**config.mk**
```make
export PLATFORM = sky130hd
export DESIGN_NAME = execute_unit
export DESIGN_NICKNAME = d
export VERILOG_FILES = /design/src/rtl/exec_pkg.sv /design/src/rtl/word_alu.sv /design/src/rtl/branch_unit.sv /design/src/rtl/ash_shifter.sv /design/src/rtl/exec_control.sv /design/src/rtl/execute_unit.sv
export SDC_FILE = /design/constraint.sdc
export NUM_CORES = 1
export LEC_CHECK = 0
export ABC_AREA = 1
export BUFFER_PORTS_ARGS = -buffer_cell sky130_fd_sc_hd__buf_2
export CAP_MARGIN = 20
export CORE_ASPECT_RATIO = 1.4
export CORE_MARGIN = 3
export CORE_UTILIZATION = 55
export DETAILED_ROUTE_END_ITERATION = 16
export PLACE_DENSITY = 0.74
export SETUP_SLACK_MARGIN = 0.4
export SYNTH_ARGS = -nofsm -noshare
export SYNTH_HDL_FRONTEND = slang
export SYNTH_SLANG_ARGS = --single-unit
```
**constraint.sdc**
```tcl
create_clock -name clk -period 3.3 [get_ports clk]
set_input_delay 0.33 -clock clk [delete_from_list [all_inputs] [get_ports clk]]
set_output_delay 0.33 -clock clk [all_outputs]
set_load 0.01 [all_outputs]
```
**src/rtl/exec_pkg.sv**
```systemverilog
/*
 * execute stage package: word, condition code and shift types, opcodes
 */
package exec_pkg;

   typedef logic [15:0] word_t;

   // ordered n, z, v, c from the top bit down
   typedef logic [3:0] cc_t;

   // signed ash count, negative shifts right
   typedef logic signed [5:0] shift_count_t;

   typedef enum logic [1:0]
   {
      idle,
      shifting,
      done
   } ash_state_t;

   // isn[15:9]
   localparam logic [6:0] op_ash = 7'o072;
   localparam logic [6:0] op_xor = 7'o074;

   // double operand, isn[15:12]
   localparam logic [3:0] op_mov = 4'o01;
   localparam logic [3:0] op_cmp = 4'o02;
   localparam logic [3:0] op_bit = 4'o03;
   localparam logic [3:0] op_bic = 4'o04;
   localparam logic [3:0] op_bis = 4'o05;
   localparam logic [3:0] op_add = 4'o06;
   localparam logic [3:0] op_sub = 4'o16;

   // single operand, isn[11:6] with isn[15:12] zero
   localparam logic [5:0] op_swab = 6'o03;
   localparam logic [5:0] op_clr  = 6'o50;
   localparam logic [5:0] op_com  = 6'o51;
   localparam logic [5:0] op_inc  = 6'o52;
   localparam logic [5:0] op_dec  = 6'o53;
   localparam logic [5:0] op_neg  = 6'o54;
   localparam logic [5:0] op_adc  = 6'o55;
   localparam logic [5:0] op_sbc  = 6'o56;
   localparam logic [5:0] op_tst  = 6'o57;
   localparam logic [5:0] op_ror  = 6'o60;
   localparam logic [5:0] op_rol  = 6'o61;
   localparam logic [5:0] op_asr  = 6'o62;
   localparam logic [5:0] op_asl  = 6'o63;

endpackage

```
**src/rtl/word_alu.sv**
```systemverilog
/*
 * word alu: single cycle double and single operand operations with n, z, v, c
 */
`timescale 1ns/1ns

module word_alu
   import exec_pkg::*;
(
   input  word_t isn,
   input  word_t ss_data,
   input  word_t dd_data,
   input  cc_t   cc_in,
   output logic  alu_hit,
   output word_t alu_result,
   output cc_t   alu_cc
);

   word_t res;
   logic  v;
   logic  c;
   logic  n;
   logic  z;
   logic  shift_v;

   always_comb
   begin
      alu_hit = 1'b1;
      res = '0;
      v = 1'b0;
      c = cc_in[0];
      shift_v = 1'b0;
      if (isn[15:9] == op_xor)
         res = ss_data ^ dd_data;
      else if (isn[15:12] == 4'o00)
      begin
         case (isn[11:6])
            op_swab:
            begin
               res = {dd_data[7:0], dd_data[15:8]};
               c = 1'b0;
            end
            op_clr:
               c = 1'b0;
            op_com:
            begin
               res = ~dd_data;
               c = 1'b1;
            end
            op_inc:
            begin
               res = dd_data + 16'd1;
               v = (res == 16'o100000);
            end
            op_dec:
            begin
               res = dd_data - 16'd1;
               v = (res == 16'o077777);
            end
            op_neg:
            begin
               res = -dd_data;
               v = (res == 16'o100000);
               c = (res != 16'd0);
            end
            op_adc:
            begin
               res = dd_data + {15'd0, cc_in[0]};
               v = cc_in[0] && (res == 16'o100000);
               c = cc_in[0] && (res == 16'd0);
            end
            op_sbc:
            begin
               res = dd_data - {15'd0, cc_in[0]};
               v = cc_in[0] && (res == 16'o077777);
               c = cc_in[0] && (res == 16'o177777);
            end
            op_tst:
            begin
               res = dd_data;
               c = 1'b0;
            end
            op_ror:
            begin
               res = {cc_in[0], dd_data[15:1]};
               c = dd_data[0];
               shift_v = 1'b1;
            end
            op_rol:
            begin
               res = {dd_data[14:0], cc_in[0]};
               c = dd_data[15];
               shift_v = 1'b1;
            end
            op_asr:
            begin
               res = {dd_data[15], dd_data[15:1]};
               c = dd_data[0];
               shift_v = 1'b1;
            end
            op_asl:
            begin
               res = {dd_data[14:0], 1'b0};
               c = dd_data[15];
               shift_v = 1'b1;
            end
            default:
               alu_hit = 1'b0;
         endcase
      end
      else
      begin
         case (isn[15:12])
            op_mov: res = ss_data;
            op_bit: res = ss_data & dd_data;
            op_bic: res = ~ss_data & dd_data;
            op_bis: res = ss_data | dd_data;
            op_cmp:
            begin
               res = ss_data - dd_data;
               v = (ss_data[15] ^ dd_data[15]) & (~dd_data[15] ^ res[15]);
               c = ss_data < dd_data;
            end
            op_add:
            begin
               res = ss_data + dd_data;
               v = (~ss_data[15] ^ dd_data[15]) & (ss_data[15] ^ res[15]);
               c = res < ss_data;
            end
            op_sub:
            begin
               res = dd_data - ss_data;
               v = (ss_data[15] ^ dd_data[15]) & (~ss_data[15] ^ res[15]);
               c = dd_data < ss_data;
            end
            default:
               alu_hit = 1'b0;
         endcase
      end

      // swab flags come from the low byte
      if (isn[15:12] == 4'o00 && isn[11:6] == op_swab)
      begin
         n = res[7];
         z = (res[7:0] == 8'd0);
      end
      else
      begin
         n = res[15];
         z = (res == 16'd0);
      end
      if (shift_v)
         v = n ^ c;
   end

   assign alu_result = alu_hit ? res : '0;
   assign alu_cc = alu_hit ? {n, z, v, c} : '0;

   // mul, div, ash, ashc and sob belong to other units
   always_comb
   begin
      if (isn[15:12] == 4'o07 && isn[15:9] != op_xor)
         assert (!alu_hit) else $error("alu claimed 07xxxx isn %o", isn);
   end

endmodule

```
**src/rtl/branch_unit.sv**
```systemverilog
/*
 * branch unit: decodes the fifteen branches, tests the codes, forms the target
 */
`timescale 1ns/1ns

module branch_unit
   import exec_pkg::*;
(
   input  word_t isn,
   input  word_t pc,
   input  cc_t   cc_in,
   output logic  br_hit,
   output logic  br_taken,
   output word_t br_target
);

   logic cn;
   logic cz;
   logic cv;
   logic cc;
   logic cond;

   assign {cn, cz, cv, cc} = cc_in;

   // 0004xx..0037xx and 1000xx..1037xx
   assign br_hit = (isn[14:11] == 4'd0) && (isn[15] || isn[10:8] != 3'd0);

   always_comb
   begin
      case ({isn[15], isn[10:8]})
         4'o01: cond = 1'b1;
         4'o02: cond = ~cz;
         4'o03: cond = cz;
         4'o04: cond = ~(cn ^ cv);
         4'o05: cond = cn ^ cv;
         4'o06: cond = ~(cz | (cn ^ cv));
         4'o07: cond = cz | (cn ^ cv);
         4'o10: cond = ~cn;
         4'o11: cond = cn;
         4'o12: cond = ~(cc | cz);
         4'o13: cond = cc | cz;
         4'o14: cond = ~cv;
         4'o15: cond = cv;
         4'o16: cond = ~cc;
         4'o17: cond = cc;
         default: cond = 1'b0;
      endcase
   end

   assign br_taken = br_hit & cond;
   // word offset, sign extended
   assign br_target = br_hit ? pc + {{7{isn[7]}}, isn[7:0], 1'b0} : '0;

endmodule

```
**src/rtl/ash_shifter.sv**
```systemverilog
/*
 * ash shifter: bit serial arithmetic shift, one position per clock
 */
`timescale 1ns/1ns

module ash_shifter
   import exec_pkg::*;
(
   input  logic         clk,
   input  logic         arst_n,
   input  logic         shift_go,
   input  word_t        operand,
   input  shift_count_t count,
   output logic         shift_done,
   output word_t        shift_result,
   output cc_t          shift_cc
);

   ash_state_t state;
   logic [5:0] remaining;
   logic       left;
   word_t      acc;
   logic       last_out;
   logic       sign_change;
   logic [5:0] magnitude;

   assign magnitude = count[5] ? 6'(-count) : 6'(count);

   always_ff @(posedge clk or negedge arst_n)
   begin
      if (!arst_n)
      begin
         state <= idle;
         remaining <= '0;
      end
      else
      begin
         case (state)
            idle:
               if (shift_go)
               begin
                  remaining <= magnitude;
                  state <= (magnitude == 6'd0) ? done : shifting;
               end
            shifting:
               if (!shift_go)
                  state <= idle;
               else
               begin
                  remaining <= remaining - 6'd1;
                  if (remaining == 6'd1)
                     state <= done;
               end
            default:
               state <= idle;
         endcase
      end
   end

   // datapath
   always_ff @(posedge clk)
   begin
      if (state == idle)
      begin
         acc <= operand;
         left <= ~count[5];
         last_out <= 1'b0;
         sign_change <= 1'b0;
      end
      else if (state == shifting)
      begin
         if (left)
         begin
            acc <= {acc[14:0], 1'b0};
            last_out <= acc[15];
            sign_change <= sign_change | (acc[15] ^ acc[14]);
         end
         else
         begin
            acc <= {acc[15], acc[15:1]};
            last_out <= acc[0];
         end
      end
   end

   assign shift_done = (state == done);
   assign shift_result = shift_done ? acc : '0;
   assign shift_cc = shift_done ? {acc[15], acc == 16'd0, sign_change, last_out} : '0;

   // done only once the counter has run out
   assert property (@(posedge clk) disable iff (!arst_n)
      shift_done |-> remaining == 6'd0);

   // done must be entered before the counter wraps
   assert property (@(posedge clk) disable iff (!arst_n)
      state == shifting |-> remaining != 6'd0);

endmodule

```
**src/rtl/exec_control.sv**
```systemverilog
/*
 * execute control: starts ash, picks the result source, drives e1_advance
 */
`timescale 1ns/1ns

module exec_control
   import exec_pkg::*;
(
   input  logic  enable,
   input  word_t isn,
   input  logic  alu_hit,
   input  word_t alu_result,
   input  cc_t   alu_cc,
   input  logic  br_hit,
   input  logic  br_taken,
   input  word_t br_target,
   input  word_t shift_result,
   input  cc_t   shift_cc,
   input  logic  shift_done,
   input  cc_t   cc_in,
   output logic  shift_go,
   output word_t e1_result,
   output cc_t   new_cc,
   output logic  latch_cc,
   output word_t new_pc,
   output logic  latch_pc,
   output logic  e1_advance
);

   logic is_ash;

   assign is_ash = (isn[15:9] == op_ash);
   assign shift_go = enable & is_ash;

   always_comb
   begin
      e1_result = '0;
      new_cc = '0;
      latch_cc = 1'b0;
      new_pc = '0;
      latch_pc = 1'b0;
      e1_advance = 1'b0;
      if (enable)
      begin
         e1_advance = 1'b1;
         if (is_ash)
         begin
            e1_result = shift_result;
            new_cc = shift_cc;
            latch_cc = 1'b1;
            e1_advance = shift_done;
         end
         else if (alu_hit)
         begin
            e1_result = alu_result;
            new_cc = alu_cc;
            latch_cc = 1'b1;
         end
         else if (br_hit)
         begin
            // codes pass through unchanged
            new_cc = cc_in;
            new_pc = br_target;
            latch_pc = br_taken;
         end
      end
   end

   // alu and branch decoders cover disjoint ranges
   always_comb
   begin
      assert (!(alu_hit && br_hit)) else $error("alu and branch both hit %o", isn);
   end

endmodule

```
**src/rtl/execute_unit.sv**
```systemverilog
/*
 * PDP-11 execute stage top: alu, branch unit, ash shifter and control
 */
`timescale 1ns/1ns

module execute_unit
   import exec_pkg::*;
(
   input  logic  clk,
   input  logic  arst_n,
   input  logic  enable,
   input  word_t isn,
   input  word_t pc,
   input  word_t ss_data,
   input  word_t dd_data,
   input  cc_t   cc_in,
   output word_t e1_result,
   output cc_t   new_cc,
   output logic  latch_cc,
   output word_t new_pc,
   output logic  latch_pc,
   output logic  e1_advance
);

   logic  alu_hit;
   word_t alu_result;
   cc_t   alu_cc;
   logic  br_hit;
   logic  br_taken;
   word_t br_target;
   logic  shift_go;
   logic  shift_done;
   word_t shift_result;
   cc_t   shift_cc;

   word_alu alu0 (.isn, .ss_data, .dd_data, .cc_in, .alu_hit, .alu_result, .alu_cc);

   branch_unit br0 (.isn, .pc, .cc_in, .br_hit, .br_taken, .br_target);

   ash_shifter ash0 (.clk, .arst_n, .shift_go, .operand(dd_data),
                     .count(shift_count_t'(dd_data[5:0])),
                     .shift_done, .shift_result, .shift_cc);

   exec_control ctl0 (.enable, .isn, .alu_hit, .alu_result, .alu_cc,
                      .br_hit, .br_taken, .br_target,
                      .shift_result, .shift_cc, .shift_done, .cc_in,
                      .shift_go, .e1_result, .new_cc, .latch_cc,
                      .new_pc, .latch_pc, .e1_advance);

endmodule

```
==> results.sh, run 1 <==
export IMPL_status="stopped before the end"
export IMPL_lastStage="global routing"
export IMPL_firstError="[ERROR GRT-0232] Routing congestion too high. Check the congestion heatmap in the GUI."
export IMPL_place_gp_congestion=1.089
export IMPL_clkSinkCount=27
export IMPL_grt_overflow=8
export IMPL_endpoint_type="output port"
export IMPL_synth_top_family_by_area="simple AND/OR/NAND/NOR gates"
export IMPL_portBuffers=109
export IMPL_num_rows=58
export IMPL_synth_compound_area_frac=0.1968
export IMPL_start_util=0.5633
export IMPL_cts_root_buf="clkbuf_16"
export IMPL_synth_ff_type="edfxtp_1"
export IMPL_yosys_mux_area_fraction=0
export IMPL_synth_xor_area_frac=0.04319
export IMPL_synth_edf_count=17
export IMPL_synthAdderAreaFrac=0.1350
export IMPL_syn_inst=1839
export IMPL_ys_seq_area_frac=0.07405
export IMPL_syn_area_um2=10140
export IMPL_yosys_area_share_simple=0.4275
export IMPL_cts_inserted_buffers=3
export IMPL_synthArstFlopShare=0.2963
export IMPL_syn_num_nets=2017
export IMPL_synth_distinct_cells=57
export IMPL_yosys_warnings=0
export IMPL_synth_seq_cells=27
export IMPL_die_height_um=166.6
export IMPL_dp_cells=2395
export IMPL_num_io_pins=110
export IMPL_dpl_hpwl_um=39080
export IMPL_track_usage=0.6669
export IMPL_worst_endpoint="new_cc[0]"
export IMPL_htreeDepth=1
export IMPL_grt_max_degree=32
export IMPL_fp_dieW_um=120.7
export IMPL_clockBufferDepth=2
export IMPL_avgSynthCellArea_um2=5.513
export IMPL_dpl_cell_area_um2=12800
[synthesized netlist by cell type, types with 2 or more instances]
library cell,n,area [um^2]
a211oi_1,6,45.04
a21oi_1,138,690.7
a31oi_1,3,18.77
and2_1,10,62.56
buf_2,30,150.1
buf_4,7,52.55
buf_6,3,33.78
clkbuf_1,12,45.04
clkinv_1,9,33.78
dfrtp_1,8,200.2
dfxtp_1,2,40.04
edfxtp_1,17,510.5
fa_1,4,80.08
ha_1,103,1289
inv_1,217,814.5
inv_2,31,116.4
nand2_1,501,1881
nand2_2,8,50.05
nand2_4,5,56.30
nand3_1,160,800.8
nand3_2,3,30.03
nand3b_1,4,30.03
nand4_1,42,262.8
nor2_1,211,792.0
nor2_2,18,112.6
nor2_4,4,45.04
nor3_1,23,115.1
o211ai_1,11,82.58
o211ai_2,10,125.1
o21ai_0,114,570.6
o21ai_1,11,55.05
o21bai_1,9,67.56
o221ai_1,11,96.34
o22ai_1,22,137.6
o31ai_1,2,15.01
xnor2_1,5,43.79
xor2_1,45,394.1
[kinds of logic after synthesis]
family | after synthesis
and+or+nand+nor | 998
AOI/OAI and AO/OA | 347
buffers and inverters | 310
adders and majority gates | 107
xor gates and xnor gates | 50
DFF | 27
[metrics by stage]
| step | hold WS (ns) | TNS [ns] | setup slack [ns] |
|---|---|---|---|
| after CTS | 0.4360 | -0.2357 | -0.1461 |
| after detailed placement | 0.1792 | -1.533 | -0.4347 |
| after global placement | 0.1721 | -0.9700 | -0.3609 |
| after floorplan | 0.03441 | 0 | 0.1202 |
[metal layers]
metal / overflow / global-route usage
met2: 3 / 0.8679
met1: 0 / 0.6523
met5: 0 / 0.2425
met3: 0 / 0.4813
met4: 5 / 0.6474
[what timing repair did]
| action | CTS |
|---|---|
| endpoints found under the setup margin | 19 |
| pin swaps | 68 |
| buffers inserted | 23 |
| hold buffers | 1 |
| endpoints found under the hold margin | 8 |
| resized for setup | 213 |
==> run 2: changes to the inputs <==
--- a/config.mk
+++ b/config.mk
@@ -8,12 +8,10 @@
 export ABC_AREA = 1
 export BUFFER_PORTS_ARGS = -buffer_cell sky130_fd_sc_hd__buf_2
 export CAP_MARGIN = 20
-export CORE_ASPECT_RATIO = 1.4
 export CORE_MARGIN = 3
-export CORE_UTILIZATION = 55
+export CORE_UTILIZATION = 40
 export DETAILED_ROUTE_END_ITERATION = 16
-export PLACE_DENSITY = 0.74
-export SETUP_SLACK_MARGIN = 0.4
+export PLACE_DENSITY_LB_ADDON = 0.15
 export SYNTH_ARGS = -nofsm -noshare
 export SYNTH_HDL_FRONTEND = slang
 export SYNTH_SLANG_ARGS = --single-unit
==> constraint.sdc (replaced) <==
create_clock -name clk -period 4.3 [get_ports clk]
set_input_delay 0.43 -clock clk [delete_from_list [all_inputs] [get_ports clk]]
set_output_delay 0.43 -clock clk [all_outputs]
set_load 0.01 [all_outputs]
==> run 2 against run 1 <==
Against the previous run: the flow now finishes without violations; synthesized cell count stayed put; synthesized area did not move.
==> results.sh, run 2 <==
export IMPL_status="complete, no violations"
export IMPL_synthArstFlopShare=0.2963
export IMPL_area_delta_synth_final_pct=13.28
export IMPL_yosys_mux_area_fraction=0
export IMPL_grt_overflow=0
export IMPL_num_rows=57
export IMPL_layout_setup_ws_ns=0.2336
export IMPL_stdcell_area_um2=11480
export IMPL_grt_max_degree=35
export IMPL_end_kind="output pin"
export IMPL_critPathKind="in -> out"
export IMPL_largest_register_ffs=16
export IMPL_diodes=0
export IMPL_setup_viol=0
export IMPL_cts_inserted_buffers=3
export IMPL_top_regs="ash0.acc: 16 flops, ash0.remaining: 6 flops, ash0.state: 2 flops"
export IMPL_grt_pass1_vias=11940
export IMPL_clockBufferDepth=2
export IMPL_die_height_um=165.2
export IMPL_wl_per_cell_um=20.92
export IMPL_p_switching_uw=894.4
export IMPL_dp_slack_ns=0.2126
export IMPL_dpl_cell_area_um2=11350
export IMPL_dpl_hpwl_um=39420
export IMPL_wl_um=48040
export IMPL_synth_distinct_cells=57
export IMPL_layout_common_cells="500 x nand2_1, 217 x inv_1, 209 x nor2_1, 159 x nand3_1, 137 x a21oi_1"
export IMPL_syn_inst=1839
export IMPL_start_kind="input pin"
export IMPL_synthAdderAreaFrac=0.1350
export IMPL_fin_worst_skew_ns=0.005767
export IMPL_power_density_nw_per_um2=146.6
export IMPL_fin_crit_sh=0.9457
export IMPL_avgSynthCellArea_um2=5.513
export IMPL_synthTopCellsByArea="nand2_1 19%, ha_1 13%, inv_1 8.0%, nand3_1 7.9%, nor2_1 7.8%"
export IMPL_synth_top_area_share=0.1855
export IMPL_crit_required_ns=3.87
export IMPL_min_period_ns=4.066
export IMPL_maxCapViolCount=0
export IMPL_final_setup_tns_ns=0
export IMPL_slowest_stage="ha_1"
export IMPL_reg2reg_slack_ns=2.45
export IMPL_track_usage=0.3399
export IMPL_power_mw=1.684
export IMPL_synth_compound_area_frac=0.1968
export IMPL_cts_root_buf="clkbuf_16"
export IMPL_first_pass_iters=6
export IMPL_synth_top_family_by_area="simple AND/OR/NAND/NOR gates"
export IMPL_slew_viol_final=0
export IMPL_internal_power_uw=789.8
export IMPL_vias_per_cell=5.689
export IMPL_seqPwrFrac=0.181
export IMPL_yosys_cell_count_top_type="nand2_1"
export IMPL_slowest_delay_ns=0.39
export IMPL_worst_pin_slew_ns=0.8487
export IMPL_largest_register="ash0.acc"
export IMPL_vdd_drop_max_uv=178.8
export IMPL_vias=13060
export IMPL_finalHoldViolCount=0
export IMPL_timing_fmax_mhz=245.9
export IMPL_synth_top_cell_by_area="nand2_1"
export IMPL_grt_pass1_wl_um=70610
export IMPL_final_common_cell="nand2_1"
export IMPL_synth_xor_area_frac=0.04319
export IMPL_clkSinkCount=27
export IMPL_synth_edf_count=17
export IMPL_synth_commonest_cells="501 x nand2_1, 217 x inv_1, 211 x nor2_1, 160 x nand3_1, 138 x a21oi_1"
export IMPL_fp_dieW_um=165.2
export IMPL_portBuffers=109
export IMPL_yosys_warnings=0
export IMPL_syn_num_nets=2017
export IMPL_dp_cells=2292
export IMPL_drtAntennaViolNets=0
export IMPL_num_io_pins=110
export IMPL_place_gp_congestion=1.004
export IMPL_relSlewSlack=0.4328
export IMPL_clkPwrFrac=0.133
export IMPL_clkLatencyLatePin_ns=0.27
export IMPL_yosys_area_share_simple=0.4275
export IMPL_drtIter0Drc=1576
export IMPL_crit_family="simple AND/OR/NAND/NOR gates"
export IMPL_min_path_type="in -> async"
export IMPL_drc=0
export IMPL_p_leak_nw=6.018
export IMPL_worstPathCellList="buf_2, inv_1, ha_1, nand2_1, inv_1, a21oi_1, nand2_2, nand2_1, nand3_1, and2_1, ha_1, a21oi_1, o21ai_0, nand2_1, nand4_1, a21oi_1, a31oi_1, nand4_1, nand2_1, nand3_1, nand3_1, a21oi_1, buf_2"
export IMPL_crit_fanout=5
export IMPL_cp_arrival_ns=3.64
export IMPL_start_util=0.4121
export IMPL_fp_dieArea_um2=27290
export IMPL_cts_tree="built"
export IMPL_swShare=0.5310
export IMPL_ys_seq_area_frac=0.07405
export IMPL_drive_above_1_share=0.1440
export IMPL_htreeDepth=1
export IMPL_antenna_found_initial=0
export IMPL_combPwrFrac=0.686
export IMPL_synth_ff_type="edfxtp_1"
export IMPL_fin_cells=2296
export IMPL_worstPathBufferInverterCount=4
export IMPL_synth_seq_cells=27
export IMPL_clk_pin_slew_worst_paths_ns=0.07
export IMPL_core_area_um2=24600
export IMPL_syn_area_um2=10140
export IMPL_nNetsFinal=2151
run 2: routing by layer:
| layer | up-vias | GRT usage | routed length (um) |
|---|---|---|---|
| met5 | - | 0 | 0 |
| li1 | 6324 | - | - |
| met2 | 674 | 0.5516 | 21320 |
| met3 | 121 | 0.03342 | 4235 |
| met1 | 5944 | 0.4668 | 20350 |
| met4 | 0 | 0.1231 | 2138 |
run 2: worst paths after layout:
kind | start | endpoint | cells after the start
worst max register to register | ash0.state[0] | ash0.remaining[3] | 6
worst min-delay path | arst_n | ash0.remaining[1] | 1
worst max-delay path | ss_data[5] | new_cc[1] | 23
min in group clk | ash0.last_out | ash0.last_out | 2
worst min register to register | ash0.last_out | ash0.last_out | 2
max in group asynchronous | arst_n | ash0.remaining[5] | 1
run 2: layout make-up:
class                           count  area [um^2]
Fill cell                        2794        13120
Timing Repair Buffer              181         1086
Clock inverter                      1        7.507
Sequential cell                    27        750.7
Inverter                          258        969.7
Clock buffer                        3        75.07
Tap cell                          324        405.4
Multi-Input combinational cell   1502         8190
run 2: power by group through the flow:
stage | Clock [mW] | Sequential [mW] | Combinational, mW
4_1_cts | 0.222 | 0.304 | 1.12
3_5_place_dp | 0 | 0.309 | 1.12
6_report | 0.224 | 0.304 | 1.16
3_3_place_gp | 0 | 0.309 | 1.12
5_1_grt | 0.231 | 0.306 | 1.26
2_1_floorplan | 0 | 0.305 | 0.698
run 2: timing repair:
action	4_1_cts	5_1_grt
buffers inserted	0	0
endpoints found under the setup margin	0	1
hold buffers	0	0
resized for setup	0	13
run 2: cells by family after synthesis:
logic type / after synthesis
AO/OA/AOI/OAI: 347
XOR/XNOR: 50
adder cells (fa/ha/maj): 107
buffers and inverters: 310
flip-flops: 27
AND/OR/NAND/NOR: 998
run 2: per-stage QoR:
| step | utilization | hold slack (ns) |
|---|---|---|
| after CTS | 0.4646 | 0.007119 |
| after floorplan | - | 0.1344 |
| after detailed placement | 0.4612 | 0.2886 |
| after global placement | 0.4612 | 0.2870 |
| final | 0.4668 | 0.001674 |
| after global routing | 0.4668 | 0.009069 |
No activity file was read; power rests on OpenSTA's default activity.
==> run 3: changes to the inputs <==
==> constraint.sdc (replaced) <==
create_clock -name clk -period 4.85 [get_ports clk]
set_input_delay 0.485 -clock clk [delete_from_list [all_inputs] [get_ports clk]]
set_output_delay 0.485 -clock clk [all_outputs]
set_load 0.01 [all_outputs]
==> run 3 against run 2 <==
Against the previous run: clock power down 9.8%; cell count is 1.6% lower; register-to-register slack gained 0.51 ns; non-clock buffer count down 37; total power fell by 14%; die area did not move; via count down 0.96%; critical path depth is the same; clock skew increased by 0.0034 ns; core utilization decreased by 1.3 points; sequential share of layout area rose by 0.19 points; critical path type unchanged; critical endpoint unchanged; largest cell class unchanged; highest routed layer unchanged.
==> results.sh, run 3 (synthesis gave the netlist of run 2 again) <==
export IMPL_clkSinkCount=27
export IMPL_top_regs="ash0.acc: 16 flops, ash0.remaining: 6 flops, ash0.state: 2 flops"
export IMPL_timing_fmax_mhz=223.4
export IMPL_fin_util=0.4533
export IMPL_vdd_drop_max_uv=134.8
export IMPL_power_mw=1.446
export IMPL_num_io_pins=110
export IMPL_drc=0
export IMPL_min_path_type="in -> async"
export IMPL_wl_per_cell_um=21.01
export IMPL_clockBufferDepth=2
export IMPL_fp_dieW_um=165.2
export IMPL_power_density_nw_per_um2=129.7
export IMPL_crit_start="dd_data[6]"
export IMPL_vias=12940
export IMPL_core_area_um2=24600
export IMPL_antenna_found_initial=0
export IMPL_maxCapViolCount=0
export IMPL_cts_root_buf="clkbuf_16"
export IMPL_p_switching_uw=778.3
export IMPL_clk_pin_slew_worst_paths_ns=0.07
export IMPL_cts_tree="built"
export IMPL_dp_cells=2255
export IMPL_combPwrFrac=0.674
export IMPL_grt_overflow=0
export IMPL_fp_dieArea_um2=27290
export IMPL_end_kind="output pin"
export IMPL_first_pass_iters=6
export IMPL_fin_worst_skew_ns=0.009156
export IMPL_area_delta_synth_final_pct=10.01
export IMPL_die_height_um=165.2
export IMPL_r2r_start="ash0.left"
export IMPL_use_met3=0.04265
export IMPL_r2r_end="ash0.acc[13]"
export IMPL_relSlewSlack=0.4556
export IMPL_status="complete, no violations"
export IMPL_grt_use_met2=0.5432
export IMPL_layout_setup_ws_ns=0.3737
export IMPL_cts_setup_buffers=0
export IMPL_diodes=0
export IMPL_cts_inserted_buffers=3
export IMPL_largest_register="ash0.acc"
export IMPL_track_usage=0.3359
export IMPL_htreeDepth=1
export IMPL_worst_pin_slew_ns=0.8157
export IMPL_seqPwrFrac=0.187
export IMPL_drtIter0Drc=1513
export IMPL_grt_met1_usage=0.4586
export IMPL_p_leak_nw=5.847
export IMPL_fillCellCount=2839
export IMPL_crit_fanout=13
export IMPL_final_common_cell="nand2_1"
export IMPL_place_gp_congestion=1.005
export IMPL_busiest_layer="met2"
export IMPL_start_util=0.4121
export IMPL_swShare=0.5381
export IMPL_wl_um=47460
export IMPL_dpl_cell_area_um2=11070
export IMPL_grt_pass1_vias=11840
export IMPL_internal_power_uw=668.0
export IMPL_clkLatencyLatePin_ns=0.27
export IMPL_largest_register_ffs=16
export IMPL_slew_viol_final=0
export IMPL_rsz0062_at_grt="no"
export IMPL_min_period_ns=4.476
export IMPL_drtAntennaViolNets=0
export IMPL_critPathKind="in -> out"
export IMPL_vias_per_cell=5.727
export IMPL_whs_ns=0.05608
export IMPL_post_cts_resized_instances=0
export IMPL_start_kind="input pin"
export IMPL_cts_hold_buffers=0
export IMPL_crit_required_ns=4.37
export IMPL_grt_max_degree=36
export IMPL_portBuffers=109
export IMPL_drive_above_1_share=0.1214
export IMPL_setup_viol=0
export IMPL_clkPwrFrac=0.139
export IMPL_cp_arrival_ns=3.99
export IMPL_reg2reg_slack_ns=2.96
export IMPL_dp_slack_ns=0.4494
export IMPL_fin_crit_sh=0.9229
export IMPL_r2r_cells=4
export IMPL_layout_common_cells="501 x nand2_1, 217 x inv_1, 211 x nor2_1, 160 x nand3_1, 138 x a21oi_1"
export IMPL_num_rows=57
export IMPL_grt_pass1_wl_um=69860
export IMPL_nNetsFinal=2114
export IMPL_final_setup_tns_ns=0
export IMPL_dpl_hpwl_um=38510
export IMPL_stdcell_area_um2=11150
export IMPL_finalHoldViolCount=0
export IMPL_fin_cells=2259
[run 3: changes by cell type in the layout (fill, tap and decap cells not counted), sizes merged]
cell / previous run / this run
buf: 181 / 144
[run 3: worst max path at each step]
| stage | to | slack [ns] | cells past startpoint |
|---|---|---|---|
| final | new_cc[1] | 0.37 | 23 |
| after global routing | new_cc[1] | 0.03 | 23 |
| after CTS | new_cc[1] | 0.43 | 21 |
| after detailed placement | new_cc[1] | 0.45 | 21 |
| after global placement | new_cc[1] | 0.48 | 21 |
| after floorplan | new_cc[1] | 0.94 | 24 |
[run 3: worst max-delay path, cell delays in order]
cell     delay (ns)
buf_2          0.30
inv_1          0.10
ha_1           0.41
nand2_1        0.13
inv_1          0.06
a21oi_1        0.18
nand2_1        0.15
nand2_1        0.13
nand3_1        0.09
and2_1         0.18
ha_1           0.28
a21oi_1        0.22
o21ai_0        0.13
nand2_1        0.07
nand4_1        0.07
a21oi_1        0.13
a31oi_1        0.06
nand4_1        0.18
nand2_1        0.10
nand3_1        0.08
nand3_1        0.06
a21oi_1        0.19
buf_2          0.17
[run 3: power by group through the flow]
stage	Sequential (mW)	Combinational [mW]	Clock, mW
2_1_floorplan	0.271	0.619	0
3_3_place_gp	0.274	0.949	0
3_5_place_dp	0.274	0.947	0
4_1_cts	0.269	0.953	0.204
5_1_grt	0.271	1.07	0.213
6_report	0.270	0.975	0.202
[run 3: per-layer routing]
layer | share of wire | routed length [um]
met1 | 0.43 | 20400
met2 | 0.45 | 21140
met3 | 0.085 | 4019
met4 | 0.040 | 1903
met5 | 0 | 0
[run 3: area by class of cell]
class	count	area, um^2	share of cell area
timing repair buffer	144	808.3	0.07247
multi-input combinational	1502	8137	0.7295
clock buffer	3	75.07	0.006731
sequential	27	750.7	0.06731
inverter	258	969.7	0.08694
tap	324	405.4	0.03635
clock inverter	1	7.507	0.0006731
==> run 4: changes to the inputs <==
--- a/config.mk
+++ b/config.mk
@@ -9,7 +9,7 @@
 export BUFFER_PORTS_ARGS = -buffer_cell sky130_fd_sc_hd__buf_2
 export CAP_MARGIN = 20
 export CORE_MARGIN = 3
-export CORE_UTILIZATION = 40
+export CORE_UTILIZATION = 45
 export DETAILED_ROUTE_END_ITERATION = 16
 export PLACE_DENSITY_LB_ADDON = 0.15
 export SYNTH_ARGS = -nofsm -noshare
==> run 4 against run 3 <==
Against the previous run: clock-buffer cell count unchanged; final area down 0.85%; first-iteration DRC count up 6.6%; sequential share of layout area up 0.058 points; maximum frequency up 2.3%; worst hold slack better by 0.00075 ns; combinational power down 0.5%; die area down 11%; non-clock buffer count down 5.
==> results.sh, run 4 (synthesis gave the netlist of run 2 again) <==
export IMPL_crit_family="simple AND/OR/NAND/NOR gates"
export IMPL_status="complete, no violations"
export IMPL_final_setup_tns_ns=0
export IMPL_start_util=0.4617
export IMPL_slew_viol_final=0
export IMPL_grt_pass1_vias=11890
export IMPL_slowest_delay_ns=0.43
export IMPL_swShare=0.5356
export IMPL_cts_setup_buffers=0
export IMPL_antenna_found_initial=0
export IMPL_crit_top_cell="nand3_1"
export IMPL_crit_required_ns=4.37
export IMPL_fin_cells=2210
export IMPL_cts_inserted_buffers=3
export IMPL_dp_cells=2206
export IMPL_reg2reg_slack_ns=2.85
export IMPL_vias=12990
export IMPL_fin_crit_sh=0.9022
export IMPL_p_leak_nw=5.827
export IMPL_r2r_end="ash0.acc[13]"
export IMPL_top_regs="ash0.acc: 16 flops, ash0.remaining: 6 flops, ash0.state: 2 flops"
export IMPL_dpl_hpwl_um=37160
export IMPL_clockBufferDepth=2
export IMPL_slowest_stage="fa_1"
export IMPL_worstPathBufferInverterCount=4
export IMPL_diodes=0
export IMPL_wl_per_cell_um=20.98
export IMPL_whs_ns=0.05684
export IMPL_nNetsFinal=2109
export IMPL_first_pass_iters=6
export IMPL_cts_tree="built"
export IMPL_wl_um=46360
export IMPL_cts_root_buf="clkbuf_16"
export IMPL_maxCapViolCount=0
export IMPL_relSlewSlack=0.4004
export IMPL_portBuffers=109
export IMPL_worst_pin_slew_ns=0.8973
export IMPL_internal_power_uw=665.7
export IMPL_vias_per_cell=5.878
export IMPL_rsz0062_at_grt="no"
export IMPL_dp_slack_ns=0.5480
export IMPL_r2r_cells=6
export IMPL_finalHoldViolCount=0
export IMPL_end_kind="output pin"
export IMPL_seqPwrFrac=0.188
export IMPL_layout_setup_ws_ns=0.4743
export IMPL_clkPwrFrac=0.135
export IMPL_num_rows=54
export IMPL_vdd_drop_max_uv=114.2
export IMPL_combPwrFrac=0.677
export IMPL_htreeDepth=1
export IMPL_p_switching_uw=767.8
export IMPL_clk_pin_slew_worst_paths_ns=0.07
export IMPL_die_height_um=156.1
export IMPL_setup_viol=0
export IMPL_layout_common_cells="501 x nand2_1, 217 x inv_1, 211 x nor2_1, 160 x nand3_1, 138 x a21oi_1"
export IMPL_fin_util=0.5036
export IMPL_post_cts_resized_instances=0
export IMPL_critPathKind="in -> out"
export IMPL_fp_dieW_um=156.1
export IMPL_drc=0
export IMPL_place_gp_congestion=1.043
export IMPL_drtIter0Drc=1613
export IMPL_final_common_cell="nand2_1"
export IMPL_num_io_pins=110
export IMPL_largest_register_ffs=16
export IMPL_power_density_nw_per_um2=129.6
export IMPL_timing_fmax_mhz=228.5
export IMPL_grt_overflow=0
export IMPL_track_usage=0.3640
export IMPL_fin_worst_skew_ns=0.002963
export IMPL_largest_register="ash0.acc"
export IMPL_cts_hold_buffers=0
export IMPL_drtAntennaViolNets=0
export IMPL_grt_pass1_wl_um=68730
export IMPL_worstPathCellList="buf_2, ha_1, inv_1, fa_1, inv_1, nand3_1, nand3_1, nand3_1, nand3_1, nand2_1, and2_1, ha_1, nand3_1, nor3_1, a21oi_1, a31oi_1, nand4_1, nand3_1, nand3_1, a21oi_1, buf_2"
export IMPL_crit_fanout=4
export IMPL_clkLatencyLatePin_ns=0.27
export IMPL_min_period_ns=4.376
export IMPL_drive_above_1_share=0.1192
export IMPL_area_delta_synth_final_pct=9.071
export IMPL_cp_arrival_ns=3.89
export IMPL_fp_dieArea_um2=24370
export IMPL_grt_max_degree=36
export IMPL_start_kind="input pin"
export IMPL_core_area_um2=21960
export IMPL_r2r_start="ash0.state[0]"
export IMPL_min_path_type="in -> async"
export IMPL_clkSinkCount=27
==> run 4: changes by cell type in the layout (fill, tap and decap cells not counted) <==
cell,delta
buf_4,-5
clkinvlp_4,-1
clkinv_2,+1
==> run 4: how the worst max path moves through the flow <==
stage / from / endpoint / slack (ns) / cells after the start
after floorplan: dd_data[5] / new_cc[1] / 0.94 / 24
after global placement: dd_data[0] / new_cc[1] / 0.51 / 24
after detailed placement: dd_data[10] / new_cc[1] / 0.55 / 22
after CTS: dd_data[10] / new_cc[1] / 0.53 / 22
after global routing: ss_data[2] / new_cc[1] / 0.19 / 24
final: dd_data[0] / new_cc[1] / 0.47 / 21
==> run 4: final cells by class <==
type | count | area [um^2]
Clock inverter | 1 | 5.005
Sequential cell | 27 | 750.7
Inverter | 258 | 969.7
Clock buffer | 3 | 75.07
Timing Repair Buffer | 139 | 770.7
Tap cell | 280 | 350.3
Fill cell | 2463 | 10900
Multi-Input combinational cell | 1502 | 8137
==> run 4: metrics by stage <==
stage          power (mW)  instance area [um^2]
3_5_place_dp        1.214                 10980
2_1_floorplan      0.8896                 10140
6_report            1.434                 11060
3_3_place_gp        1.214                 10980
5_1_grt             1.539                 11060
4_1_cts             1.406                 11060
==> run 4: layer usage <==
metal	share of wire	wire, um	track usage
met5	0	0	0
met4	0.052	2410	0.1647
met3	0.10	4798	0.05381
met2	0.44	20460	0.5773
met1	0.40	18690	0.4892
==> run 4: power groups by stage <==
stage | Combinational (mW) | Clock (mW) | Sequential [mW]
2_1_floorplan | 0.619 | 0 | 0.271
3_3_place_gp | 0.940 | 0 | 0.274
3_5_place_dp | 0.940 | 0 | 0.274
4_1_cts | 0.945 | 0.193 | 0.269
5_1_grt | 1.06 | 0.204 | 0.271
6_report | 0.970 | 0.194 | 0.270
